[config.mk]
export PLATFORM = sky130hd
export DESIGN_NAME = accel_core_top
export DESIGN_NICKNAME = d
export VERILOG_FILES = /design/src/design/accel_core_pkg.sv /design/src/design/accel_core_fifo.sv /design/src/design/accel_core_apb_regs.sv /design/src/design/accel_core_booth_pipeline.sv /design/src/design/accel_core_top.sv
export VERILOG_INCLUDE_DIRS = /design/src /design/src/design
export SDC_FILE = /design/constraint.sdc
export NUM_CORES = 1
export LEC_CHECK = 0
export BUFFER_PORTS_ARGS = -buffer_cell sky130_fd_sc_hd__buf_2
export CAP_MARGIN = 15
export CORE_UTILIZATION = 56
export DETAILED_ROUTE_END_ITERATION = 6
export PLACE_DENSITY = 0.76
export SYNTH_ARGS = -nofsm -noshare
export SYNTH_HDL_FRONTEND = slang
export SYNTH_SLANG_ARGS = --single-unit
[constraint.sdc]
create_clock -name clk -period 8.2 [get_ports clk]
set_clock_uncertainty 0.2 [all_clocks]
set_input_delay 1.23 -clock clk [delete_from_list [all_inputs] [get_ports clk]]
set_output_delay 1.23 -clock clk [all_outputs]
set_load 0.1 [all_outputs]
[src/design/accel_core_defs.svh]
////////////////////////////////////////////////////////////
// accelerator build parameters
// operand width, FIFO depths, APB register offsets
////////////////////////////////////////////////////////////
`ifndef ACCEL_CORE_DEFS_SVH
`define ACCEL_CORE_DEFS_SVH

// signed operand width
`define ACCEL_WIDTH 8

// queue depths, result queue must hold ACCEL_WIDTH+1 or more
`define ACCEL_OP_DEPTH 8
`define ACCEL_RES_DEPTH 16

// register map
`define ACCEL_ADDR_OPERANDS 12'h000
`define ACCEL_ADDR_STATUS 12'h004
`define ACCEL_ADDR_RESULT 12'h008

`endif

[src/design/accel_core_pkg.sv]
////////////////////////////////////////////////////////////
// shared types of the multiply accelerator
// operand/product vectors, APB vectors, operand pair, APB request
////////////////////////////////////////////////////////////
`default_nettype none

`include "accel_core_defs.svh"

package accel_core_pkg;

    typedef logic signed [`ACCEL_WIDTH-1:0] operand_t;
    typedef logic signed [2*`ACCEL_WIDTH-1:0] product_t;
    typedef logic [11:0] apb_addr_t;
    typedef logic [31:0] apb_data_t;

    // qu in the upper byte, mu in the lower byte
    typedef struct packed {
        operand_t qu;
        operand_t mu;
    } operand_pair_t;

    typedef struct packed {
        logic psel;
        logic penable;
        logic pwrite;
        apb_addr_t paddr;
        apb_data_t pwdata;
    } apb_req_t;

endpackage

`default_nettype wire

[src/design/accel_core_fifo.sv]
////////////////////////////////////////////////////////////
// synchronous fall-through FIFO with fill count
////////////////////////////////////////////////////////////
`timescale 1ns/1ps
`default_nettype none

module accel_core_fifo #(
    parameter int DATA_W = 16,
    parameter int DEPTH = 8,
    localparam int PTR_W = (DEPTH > 1) ? $clog2(DEPTH) : 1,
    localparam int CNT_W = $clog2(DEPTH+1)
) (
    input  logic              clk,
    input  logic              rst,
    input  logic              push,
    input  logic [DATA_W-1:0] push_data,
    input  logic              pop,
    output logic [DATA_W-1:0] pop_data,
    output logic [CNT_W-1:0]  count,
    output logic              full,
    output logic              empty
);

    logic [DATA_W-1:0] mem [DEPTH];
    logic [PTR_W-1:0]  wr_ptr;
    logic [PTR_W-1:0]  rd_ptr;
    logic              do_push;
    logic              do_pop;

    // illegal requests are dropped
    assign do_push = push && !full;
    assign do_pop = pop && !empty;

    assign full = (count == CNT_W'(DEPTH));
    assign empty = (count == '0);

    // head entry visible while not empty
    assign pop_data = mem[rd_ptr];

    always_ff @(posedge clk) begin
        if (do_push) begin
            mem[wr_ptr] <= push_data;
        end
    end

    always_ff @(posedge clk or posedge rst) begin
        if (rst) begin
            wr_ptr <= '0;
            rd_ptr <= '0;
            count <= '0;
        end else begin
            if (do_push) begin
                wr_ptr <= (wr_ptr == PTR_W'(DEPTH-1)) ? '0 : wr_ptr + 1'b1;
            end
            if (do_pop) begin
                rd_ptr <= (rd_ptr == PTR_W'(DEPTH-1)) ? '0 : rd_ptr + 1'b1;
            end
            case ({do_push, do_pop})
                2'b10: count <= count + 1'b1;
                2'b01: count <= count - 1'b1;
                default: count <= count;
            endcase
        end
    end

endmodule

`default_nettype wire

[src/design/accel_core_apb_regs.sv]
////////////////////////////////////////////////////////////
// APB slave register block
// operand push, result pop, status word, error response
////////////////////////////////////////////////////////////
`timescale 1ns/1ps
`default_nettype none

`include "accel_core_defs.svh"

module accel_core_apb_regs
    import accel_core_pkg::*;
(
    input  logic                                   clk,
    input  logic                                   rst,
    input  apb_req_t                               apb_req,
    output apb_data_t                              prdata,
    output logic                                   pready,
    output logic                                   pslverr,
    output logic                                   op_push,
    output operand_pair_t                          op_data,
    input  logic                                   op_full,
    input  logic [$clog2(`ACCEL_OP_DEPTH+1)-1:0]   op_count,
    output logic                                   res_pop,
    input  product_t                               res_data,
    input  logic                                   res_empty,
    input  logic [$clog2(`ACCEL_RES_DEPTH+1)-1:0]  res_count
);

    localparam int OP_CNT_W = $clog2(`ACCEL_OP_DEPTH+1);
    localparam int RES_CNT_W = $clog2(`ACCEL_RES_DEPTH+1);
    localparam int PROD_W = $bits(product_t);

    logic      setup;
    logic      access;
    apb_data_t status_word;
    apb_data_t rd_data_d;
    logic      err_d;

    assign setup = apb_req.psel && !apb_req.penable;
    assign access = apb_req.psel && apb_req.penable;

    // no wait states
    assign pready = 1'b1;

    assign op_data = operand_pair_t'(apb_req.pwdata[15:0]);

    always_comb begin
        status_word = '0;
        status_word[OP_CNT_W-1:0] = op_count;
        status_word[8 +: RES_CNT_W] = res_count;
        status_word[16] = op_full;
        status_word[17] = res_empty;
    end

    // response decided during setup, presented in the access cycle
    always_comb begin
        rd_data_d = '0;
        err_d = 1'b0;
        case (apb_req.paddr)
            `ACCEL_ADDR_OPERANDS: begin
                // write-only, a full queue refuses the pair
                err_d = !apb_req.pwrite || op_full;
            end
            `ACCEL_ADDR_STATUS: begin
                err_d = apb_req.pwrite;
                rd_data_d = status_word;
            end
            `ACCEL_ADDR_RESULT: begin
                err_d = apb_req.pwrite || res_empty;
                if (!apb_req.pwrite && !res_empty) begin
                    rd_data_d = {{(32-PROD_W){res_data[PROD_W-1]}}, res_data};
                end
            end
            default: begin
                err_d = 1'b1;
            end
        endcase
    end

    always_ff @(posedge clk or posedge rst) begin
        if (rst) begin
            prdata <= '0;
            pslverr <= 1'b0;
        end else if (setup) begin
            prdata <= err_d ? '0 : rd_data_d;
            pslverr <= err_d;
        end else begin
            prdata <= '0;
            pslverr <= 1'b0;
        end
    end

    // one strobe per access, on the access edge
    assign op_push = access && apb_req.pwrite && !pslverr &&
                     (apb_req.paddr == `ACCEL_ADDR_OPERANDS);
    assign res_pop = access && !apb_req.pwrite && !pslverr &&
                     (apb_req.paddr == `ACCEL_ADDR_RESULT);

endmodule

`default_nettype wire

[src/design/accel_core_booth_pipeline.sv]
////////////////////////////////////////////////////////////
// credit-based issue stage
// radix-2 Booth multiplier, one stage per multiplier bit
////////////////////////////////////////////////////////////
`timescale 1ns/1ps
`default_nettype none

`include "accel_core_defs.svh"

module accel_core_booth_pipeline
    import accel_core_pkg::*;
(
    input  logic                                   clk,
    input  logic                                   rst,
    input  logic                                   op_empty,
    input  operand_pair_t                          op_data,
    output logic                                   op_pop,
    input  logic [$clog2(`ACCEL_RES_DEPTH+1)-1:0]  res_count,
    output logic                                   out_valid,
    output product_t                               product
);

    localparam int W = `ACCEL_WIDTH;
    // accumulator carries one extra bit so -2^(W-1) as multiplicand does not overflow
    localparam int REC_W = 2*W + 2;
    localparam int RES_CNT_W = $clog2(`ACCEL_RES_DEPTH+1);
    localparam int FLIGHT_W = $clog2(W+2);

    typedef struct packed {
        logic [REC_W-1:0] aqq;
        operand_t         mu;
        logic             valid;
    } stage_t;

    stage_t               stage_q [W+1];
    logic [FLIGHT_W-1:0]  in_flight;
    logic [RES_CNT_W:0]   credit_used;

    function automatic logic [REC_W-1:0] booth_step(input logic [REC_W-1:0] rec,
                                                    input operand_t mu);
        logic signed [W:0] upper;
        logic signed [W:0] mu_ext;
        mu_ext = {mu[W-1], mu};
        upper = rec[REC_W-1:W+1];
        case (rec[1:0])
            2'b01: upper = upper + mu_ext;
            2'b10: upper = upper - mu_ext;
            default: upper = upper;
        endcase
        booth_step = $signed({upper, rec[W:0]}) >>> 1;
    endfunction

    // issue only when every item in flight has a result slot
    assign credit_used = (RES_CNT_W+1)'(in_flight) + (RES_CNT_W+1)'(res_count);
    assign op_pop = !op_empty && (credit_used < (RES_CNT_W+1)'(`ACCEL_RES_DEPTH));

    always_ff @(posedge clk or posedge rst) begin
        if (rst) begin
            in_flight <= '0;
        end else begin
            case ({op_pop, out_valid})
                2'b10: in_flight <= in_flight + 1'b1;
                2'b01: in_flight <= in_flight - 1'b1;
                default: in_flight <= in_flight;
            endcase
        end
    end

    always_ff @(posedge clk or posedge rst) begin
        if (rst) begin
            for (int i = 0; i <= W; i++) begin
                stage_q[i] <= '0;
            end
        end else begin
            // capture stage, guard bit cleared
            stage_q[0].aqq <= {{(W+1){1'b0}}, op_data.qu, 1'b0};
            stage_q[0].mu <= op_data.mu;
            stage_q[0].valid <= op_pop;
            for (int i = 0; i < W; i++) begin
                stage_q[i+1].aqq <= booth_step(stage_q[i].aqq, stage_q[i].mu);
                stage_q[i+1].mu <= stage_q[i].mu;
                stage_q[i+1].valid <= stage_q[i].valid;
            end
        end
    end

    assign out_valid = stage_q[W].valid;
    // drop guard bit and the extra sign bit
    assign product = stage_q[W].aqq[2*W:1];

endmodule

`default_nettype wire

[src/design/accel_core_top.sv]
////////////////////////////////////////////////////////////
// multiply accelerator top level
// APB registers, operand and result FIFOs, Booth pipeline
////////////////////////////////////////////////////////////
`timescale 1ns/1ps
`default_nettype none

`include "accel_core_defs.svh"

module accel_core_top
    import accel_core_pkg::*;
(
    input  logic      clk,
    input  logic      rst,
    input  apb_req_t  apb_req,
    output apb_data_t prdata,
    output logic      pready,
    output logic      pslverr
);

    // host side of the operand queue
    logic                                  op_push;
    operand_pair_t                         op_wdata;
    logic                                  op_full;
    logic [$clog2(`ACCEL_OP_DEPTH+1)-1:0]  op_count;
    // pipeline side of the operand queue
    logic                                  op_pop;
    operand_pair_t                         op_rdata;
    logic                                  op_empty;
    // result queue
    logic                                  res_pop;
    product_t                              res_rdata;
    logic                                  res_full;
    logic                                  res_empty;
    logic [$clog2(`ACCEL_RES_DEPTH+1)-1:0] res_count;
    logic                                  out_valid;
    product_t                              product;

    accel_core_apb_regs apb_regs_i (
        .clk       (clk),
        .rst       (rst),
        .apb_req   (apb_req),
        .prdata    (prdata),
        .pready    (pready),
        .pslverr   (pslverr),
        .op_push   (op_push),
        .op_data   (op_wdata),
        .op_full   (op_full),
        .op_count  (op_count),
        .res_pop   (res_pop),
        .res_data  (res_rdata),
        .res_empty (res_empty),
        .res_count (res_count)
    );

    accel_core_fifo #(
        .DATA_W ($bits(operand_pair_t)),
        .DEPTH  (`ACCEL_OP_DEPTH)
    ) op_fifo (
        .clk       (clk),
        .rst       (rst),
        .push      (op_push),
        .push_data (op_wdata),
        .pop       (op_pop),
        .pop_data  (op_rdata),
        .count     (op_count),
        .full      (op_full),
        .empty     (op_empty)
    );

    accel_core_booth_pipeline booth_i (
        .clk       (clk),
        .rst       (rst),
        .op_empty  (op_empty),
        .op_data   (op_rdata),
        .op_pop    (op_pop),
        .res_count (res_count),
        .out_valid (out_valid),
        .product   (product)
    );

    // credit rule keeps res_full low whenever out_valid is high
    accel_core_fifo #(
        .DATA_W ($bits(product_t)),
        .DEPTH  (`ACCEL_RES_DEPTH)
    ) res_fifo (
        .clk       (clk),
        .rst       (rst),
        .push      (out_valid),
        .push_data (product),
        .pop       (res_pop),
        .pop_data  (res_rdata),
        .count     (res_count),
        .full      (res_full),
        .empty     (res_empty)
    );

endmodule

`default_nettype wire

# After elaboration in Yosys (flattened, before gate mapping)
# Memories as Yosys holds them, arrays and structs flattened. A register that Yosys moved wholly into a read port is not among the register bits.
# Cells that the tools add are included.
# W data, S select, Z words.
dict set report totals {
  wordCells 144
  input_bits 49
  reg_bits 261
  mem_bits_rw 384
  out_inout_bits 34
  mem_count 2
}
dict set report classes {
  reduce_logical 29
  n_eq_ne 28
  n_addsub 26
  n_mux 25
  order_cmp 1
}
# name depth word_bits read_ports rd_clocked_by_memory_dff write_ports line_no
set mem_list {}
lappend mem_list {res_fifo.mem 16 16 1 0 1 accel_core_fifo.sv:24} ;# logic [DATA_W-1:0] mem [DEPTH];
lappend mem_list {op_fifo.mem 8 16 1 1 1 accel_core_fifo.sv:24}
# op n
set ops {}
lappend ops {{$pmux W9 S2} 7}
lappend ops {{$mux W32} 3}
lappend ops {{$pmux W32 S2} 1}
lappend ops {{$add A8 B8 Y9} 7}
lappend ops {{$sub A8 B8 Y9} 7}
lappend ops {{$eq A2 B1 Y1 const B} 10}
lappend ops {{$eq A2 B2 Y1 const B} 10}
lappend ops {{$add A4 B1 Y4 const B} 4}
lappend ops {{$pmux W4 S2} 2}
lappend ops {{$logic_and A1 B1 Y1} 14}
lappend ops {{$eq A12 B3 Y1 const B} 1}
lappend ops {{$eq A12 B4 Y1 const B} 1}
lappend ops {{$eq A4 B4 Y1 const B} 3}
lappend ops {{$logic_not A12 Y1} 1}
lappend ops {{$pmux W5 S2} 1}
lappend ops {{$mux W9} 1}
lappend ops {{$sub A1 B8 Y9 const A} 1}
lappend ops {{$mux W4} 2}
lappend ops {{$sub A4 B1 Y4 const B} 2}
lappend ops {{$logic_not A1 Y1} 7}
lappend ops {{$add A3 B1 Y3 const B} 2}
lappend ops {{$add A4 B5 Y6} 1}
lappend ops {{$eq A3 B3 Y1 const B} 2}
lappend ops {{$lt A6 B5 Y1 const B} 1}
lappend ops {{other kinds (10)} 18}

# Longest topological paths before layout
dict set report logic_depth {
  ltp_word 7
  depth_mapped 12
  ltp_nobuf 12
}

# Modules after synthesis
# A second synthesis with hierarchy kept.
dict set report unflattened {
  hier_cells 1818
  area_unflattened_um2 27729.1
}
# module n_inst area_per_inst_um2 seq_area_each_um2 cells_per_inst
set modules_own_cells {}
lappend modules_own_cells {accel_core_booth_pipeline 1 10556.4 5505.3 966}
lappend modules_own_cells {{accel_core_fifo at res_fifo} 1 10486.3 8012.7 492}
lappend modules_own_cells {{accel_core_fifo at op_fifo} 1 5609.1 4093.9 254}
lappend modules_own_cells {accel_core_apb_regs 1 1077.3 475.5 106}

# Worst setup path before layout
# OpenSTA, ideal clock, no wires.
dict set report synth_timing {
  path_type {input to register}
  start {in apb_req[39] (netlist name)}
  end {mem op_fifo.mem[2][0] (enable)}
  slack_ps 3471
  setup_time_ps 436
  required_time_ps 7564
  path_buffers 0
  cell_stages 5
  arrival_ps 4093
  cell_sequence {nor4_1 nand3_1 nor4_2 inv_2 nor4b_1}
}
dict set report synth_between {
  elab_chain_cells 5
}
# item line_no
set synth_lines {}
lappend synth_lines {{start: declaration} accel_core_top.sv:15} ;# input apb_req_t apb_req,
lappend synth_lines {{$logic_not A12 Y1 (no source line)} -}
lappend synth_lines {{$logic_and A1 B1 Y1} accel_core_apb_regs.sv:94} ;# assign op_push = access && apb_req.pwrite && !pslverr &&
lappend synth_lines {{$logic_and A1 B1 Y1} accel_core_fifo.sv:31} ;# assign do_push = push && !full;
lappend synth_lines {{$mux W1} accel_core_fifo.sv:41} ;# if (do_push) begin
lappend synth_lines {{$mux W1 (implied by the code)} accel_core_fifo.sv:42} ;# mem[wr_ptr] <= push_data;
lappend synth_lines {{end: declaration} accel_core_fifo.sv:24}
# Every way passes these cells.

# Worst setup path after layout
dict set report layout_timing {
  start {in apb_req[39] (netlist name)}
  end {reg res_fifo.count[4]}
}
dict set report layout_between {
  elab_chain_cells 5
  word_cells_on_any_way 7
  classes_between {eq/ne (3); mux (1); reduce/logical (3)}
}
# item line_no
set layout_lines {}
lappend layout_lines {{$eq A12 B4 Y1 (no source line) *} -}
lappend layout_lines {{$logic_and A1 B1 Y1 *} accel_core_apb_regs.sv:96} ;# assign res_pop = access && !apb_req.pwrite && !pslverr &&
lappend layout_lines {{$logic_and A1 B1 Y1 *} accel_core_fifo.sv:32} ;# assign do_pop = pop && !empty;
lappend layout_lines {{via res_fifo.do_pop} accel_core_fifo.sv:28} ;# logic do_pop;
lappend layout_lines {{$eq A2 B1 Y1 / $eq A2 B2 Y1 (equally long branches)} accel_core_fifo.sv:58} ;# case ({do_push, do_pop})
lappend layout_lines {{$pmux W5 S2 / $reduce_bool A2 Y1 (equally long branches)} -}
lappend layout_lines {{end signal: assignment} accel_core_fifo.sv:59} ;# 2'b10: count <= count + 1'b1;
lappend layout_lines {{end signal: assignment} accel_core_fifo.sv:60} ;# 2'b01: count <= count - 1'b1;
lappend layout_lines {{end signal: assignment} accel_core_fifo.sv:61} ;# default: count <= count;
lappend layout_lines {{end: declaration} accel_core_fifo.sv:19} ;# output logic [CNT_W-1:0] count,
# Mark *: on every way through the listed nets, which the timed path passes. The rest lies on a longest branch.
# A chain may end at the register's enable or synchronous reset.

==> metrics.md <==
| Metric | Value |
|---|---|
| Layout Utilization | `0.635` |
| Remaining antenna violation count after routing | `0` |
| CORE AREA | `48000 µm²` |
| DRT Pass-1 Iters | `5` |
| CTS max path bufs | `3` |
| Post-synth ARST share | `0.406` |
| Area after DPL | `28500 µm²` |
| CTS H-Tree Depth | `2` |
| Syn Nets | `1950` |
| Crit path DAT | `4230 ps` |
| Clock sink count | `646` |
| Starting DRT DRC Count | `1168` |
| Syn-to-layout area delta | `11.1%` |
| Root buffer cell | `clkbuf_16` |
| Biggest area consumer among synthesized cells | `edfxtp_1` |
| Syn Area/Cell | `15.3 µm²` |
| Post-synthesis adder-cell area fraction | `0.0497` |
| Setup repair bufs after CTS | `0` |
| Vias | `15200` |
| Hpwl dp | `33.9 mm` |
| Outcome | `finished, final reports clean` |
| Worst-margin pin slew | `1070 ps` |
| Synth Flop Type | `edfxtp_1` |
| PostCTS Resize Cnt | `0` |
| Slowest cell on crit path | `nor4_4` |
| Row count | `80` |
| Reg clk slew, reported paths | `60 ps` |
| #FFs+latches synth | `646` |
| Initial antenna violation count | `2` |
| Max Fanout on Critical Path | `6` |
| Sequential-to-total area share from yosys stat | `0.659` |
| Clk Latency, worst-skew pair | `630 ps` |
| Hold Path Origin | `booth_i.stage_q[65]` |
| Global route hottest layer | `met2` |
| TritonCTS clock tree | `done` |
| Gp weighted congestion | `0.810` |
| Setup CP Type | `input port to flip-flop` |
| Cell Area, Synth | `27500 µm²` |
| Total track usage | `0.221` |
| Total power | `6.27 mW` |
| Port bufs | `65` |
| M2 GR Usage | `0.383` |
| Fillcell total | `3300` |
| Die Ht | `223 µm` |
| Final instance area | `30500 µm²` |
| Starting Density | `0.572` |
| Area of the die | `49900 µm²` |
| XOR/XNOR Fraction of Synth Area | `0.0274` |
| Vias in the first global route | `15500` |
| Final worst slack | `4300 ps` |
| Max IR drop VDD | `0.000218 V` |
| Final #Nets | `2030` |
| CP endpoint kind | `flip-flop` |
| First-pass GRT wire length | `85.3 mm` |
| Remaining Overflow, GRT | `0` |
| Post-synth cell types | `72` |
| Top post-synthesis cells by area | `edfxtp_1 (42%), dfrtp_1 (24%), mux4_2 (7.5%)` |
| Most frequent cells in the layout | `edfxtp_1 (384), dfrtp_1 (259), ha_1 (93)` |
| Worst path top cell family by delay | `simple AND/OR/NAND/NOR gates` |
| Leakage | `11.4 nW` |
| Largest family of logic cells by synthesized area | `multiplexers` |
| Synth Area in Compound Gates | `0.0622` |
| Cts-stage hold buffer count | `0` |
| Worst setup path start | `apb_req[39]` |
| Final hold vios | `0` |
| Max Clock Freq | `256 MHz` |
| FF/Latch Area | `18100 µm²` |
| Post-synth EDFFs | `384` |
| Worst stage delay on the critical path | `570 ps` |
| Portion of netlist area occupied by mux cells | `0.103` |
| WL per Instance | `21.1 µm` |
| DRC viols | `0` |
| Met1 Usage GRT | `0.295` |
| HP Class | `flip-flop to flip-flop` |
| # Max-Cap Violations | `0` |
| Pins Over Slew Limit | `0` |
| Io pins | `83` |
| Synth warn | `0` |
| Pin count of the biggest net entering global routing | `147` |
| Worst EP required | `8530 ps` |
| Cells after Synth | `1798` |
| CP startpoint kind | `input port` |
| Final setup viols | `0` |
| Most common cell after layout, fill and taps aside | `edfxtp_1` |
| DRT Wirelength | `53.7 mm` |
| Post-synthesis simple-gate area fraction | `0.0742` |
| Yosys top cell area share | `0.420` |
| DIE WIDTH | `223 µm` |
| Pwr dens | `206 nW/µm²` |
| Via density | `5.97` |
| Period utilisation layout | `0.476` |
| CTS buffer count | `61` |
| CP Buf/Inv Count | `2` |
| Worst slew margin | `0.285` |
| Share of layout cells above drive strength 1 | `0.170` |
| R2R Path Start | `res_fifo.count[1]` |
| RSZ-0062 raised after global routing | `no` |
| Footprint of the multi-input gates | `8770 µm²` |
| Fin crit period | `3900 ps` |
| Place WS | `3760 ps` |
| Fin Setup TNS | `0 ps` |
| GRT met3 Usage | `0.0311` |
| Worst path cell trace | `buf_2 > nor4_1 > nand3_1 > nor4_4 > ha_1 > inv_1 > fa_1 > nor2b_1 > o21ai_0 > and3_1 > nor3_1 > xnor2_1` |
[logic make-up (layout without fill, tap and decap cells)]
kind of cell / Yosys count / count (layout)
compound gates: 251 / 251
fa+ha+maj: 103 / 103
other cells: 1 / 2
simple gates: 391 / 391
flops: 646 / 646
buf+inv: 157 / 290
mux: 163 / 163
xor+xnor: 86 / 86
[power by group]
part	internal, mW	switching [mW]	total, mW
combinational	0.00964	0.0409	0.0506
clock	1.60	1.19	2.79
sequential	3.43	0.000956	3.43
total	5.04	1.23	6.27
[synth_stat cells (20+ instances only)]
cell        n
a21oi_1    48
and2_1     20
buf_4      21
clkbuf_1   38
dfrtp_1   262
edfxtp_1  384
ha_1       93
inv_1      76
mux2_2     25
mux2i_1    41
mux4_2     92
nand2_1    91
nand3_1    21
nor2_1     88
nor3_1     56
nor3b_1    24
o21ai_0    53
xnor2_1    64
xor2_1     22
[worst paths after layout]
check,cells past startpoint,end,slack (ps)
max in group asynchronous,4,res_fifo.rd_ptr[0],5720
max reg2reg,11,res_fifo.count[4],4720
min,0,booth_i.stage_q[37],140
max,12,res_fifo.count[4],4300
min reg2reg,0,booth_i.stage_q[37],140
min in group asynchronous,3,apb_regs_i.prdata[14],650
[metrics by stage]
stage               hold WS (ps)  instances
detailed placement           135       2430
CTS                          136       2546
floorplan                    131       1798
global route                 145       2547
global placement             131       2430
finish                       145       2547
[registers in the layout, indices dropped and copies added, names as in the netlist]
| signal | flops |
|---|---|
| op_fifo.mem | 128 |
| booth_i.stage_q | 199 |
| res_fifo.count | 5 |
| apb_regs_i.prdata | 18 |
| res_fifo.rd_ptr | 4 |
| res_fifo.wr_ptr | 4 |
| op_fifo.rd_ptr | 3 |
| res_fifo.mem | 256 |
| apb_regs_i.pslverr | 1 |
| op_fifo.wr_ptr | 3 |
| booth_i.out_valid | 1 |
| booth_i.in_flight | 4 |
| booth_i.product | 16 |
| op_fifo.count | 4 |
[final cells by class]
| class | count | area share |
|---|---|---|
| clock inverters | 25 | 0.00841 |
| diodes | 1 | 0.0000820 |
| multi-input cells | 995 | 0.288 |
| inverters | 79 | 0.00984 |
| repair buffers | 95 | 0.0185 |
| flip-flops and latches | 646 | 0.593 |
| well taps | 615 | 0.0252 |
| clock buffers | 91 | 0.0574 |
[layer usage]
metal,vias to the layer above,share of wire
met5,-,0.00019
met4,2,0.021
met3,82,0.051
met2,399,0.51
met1,7773,0.42
li1,6953,-
Power figures use the tool's default switching activity.
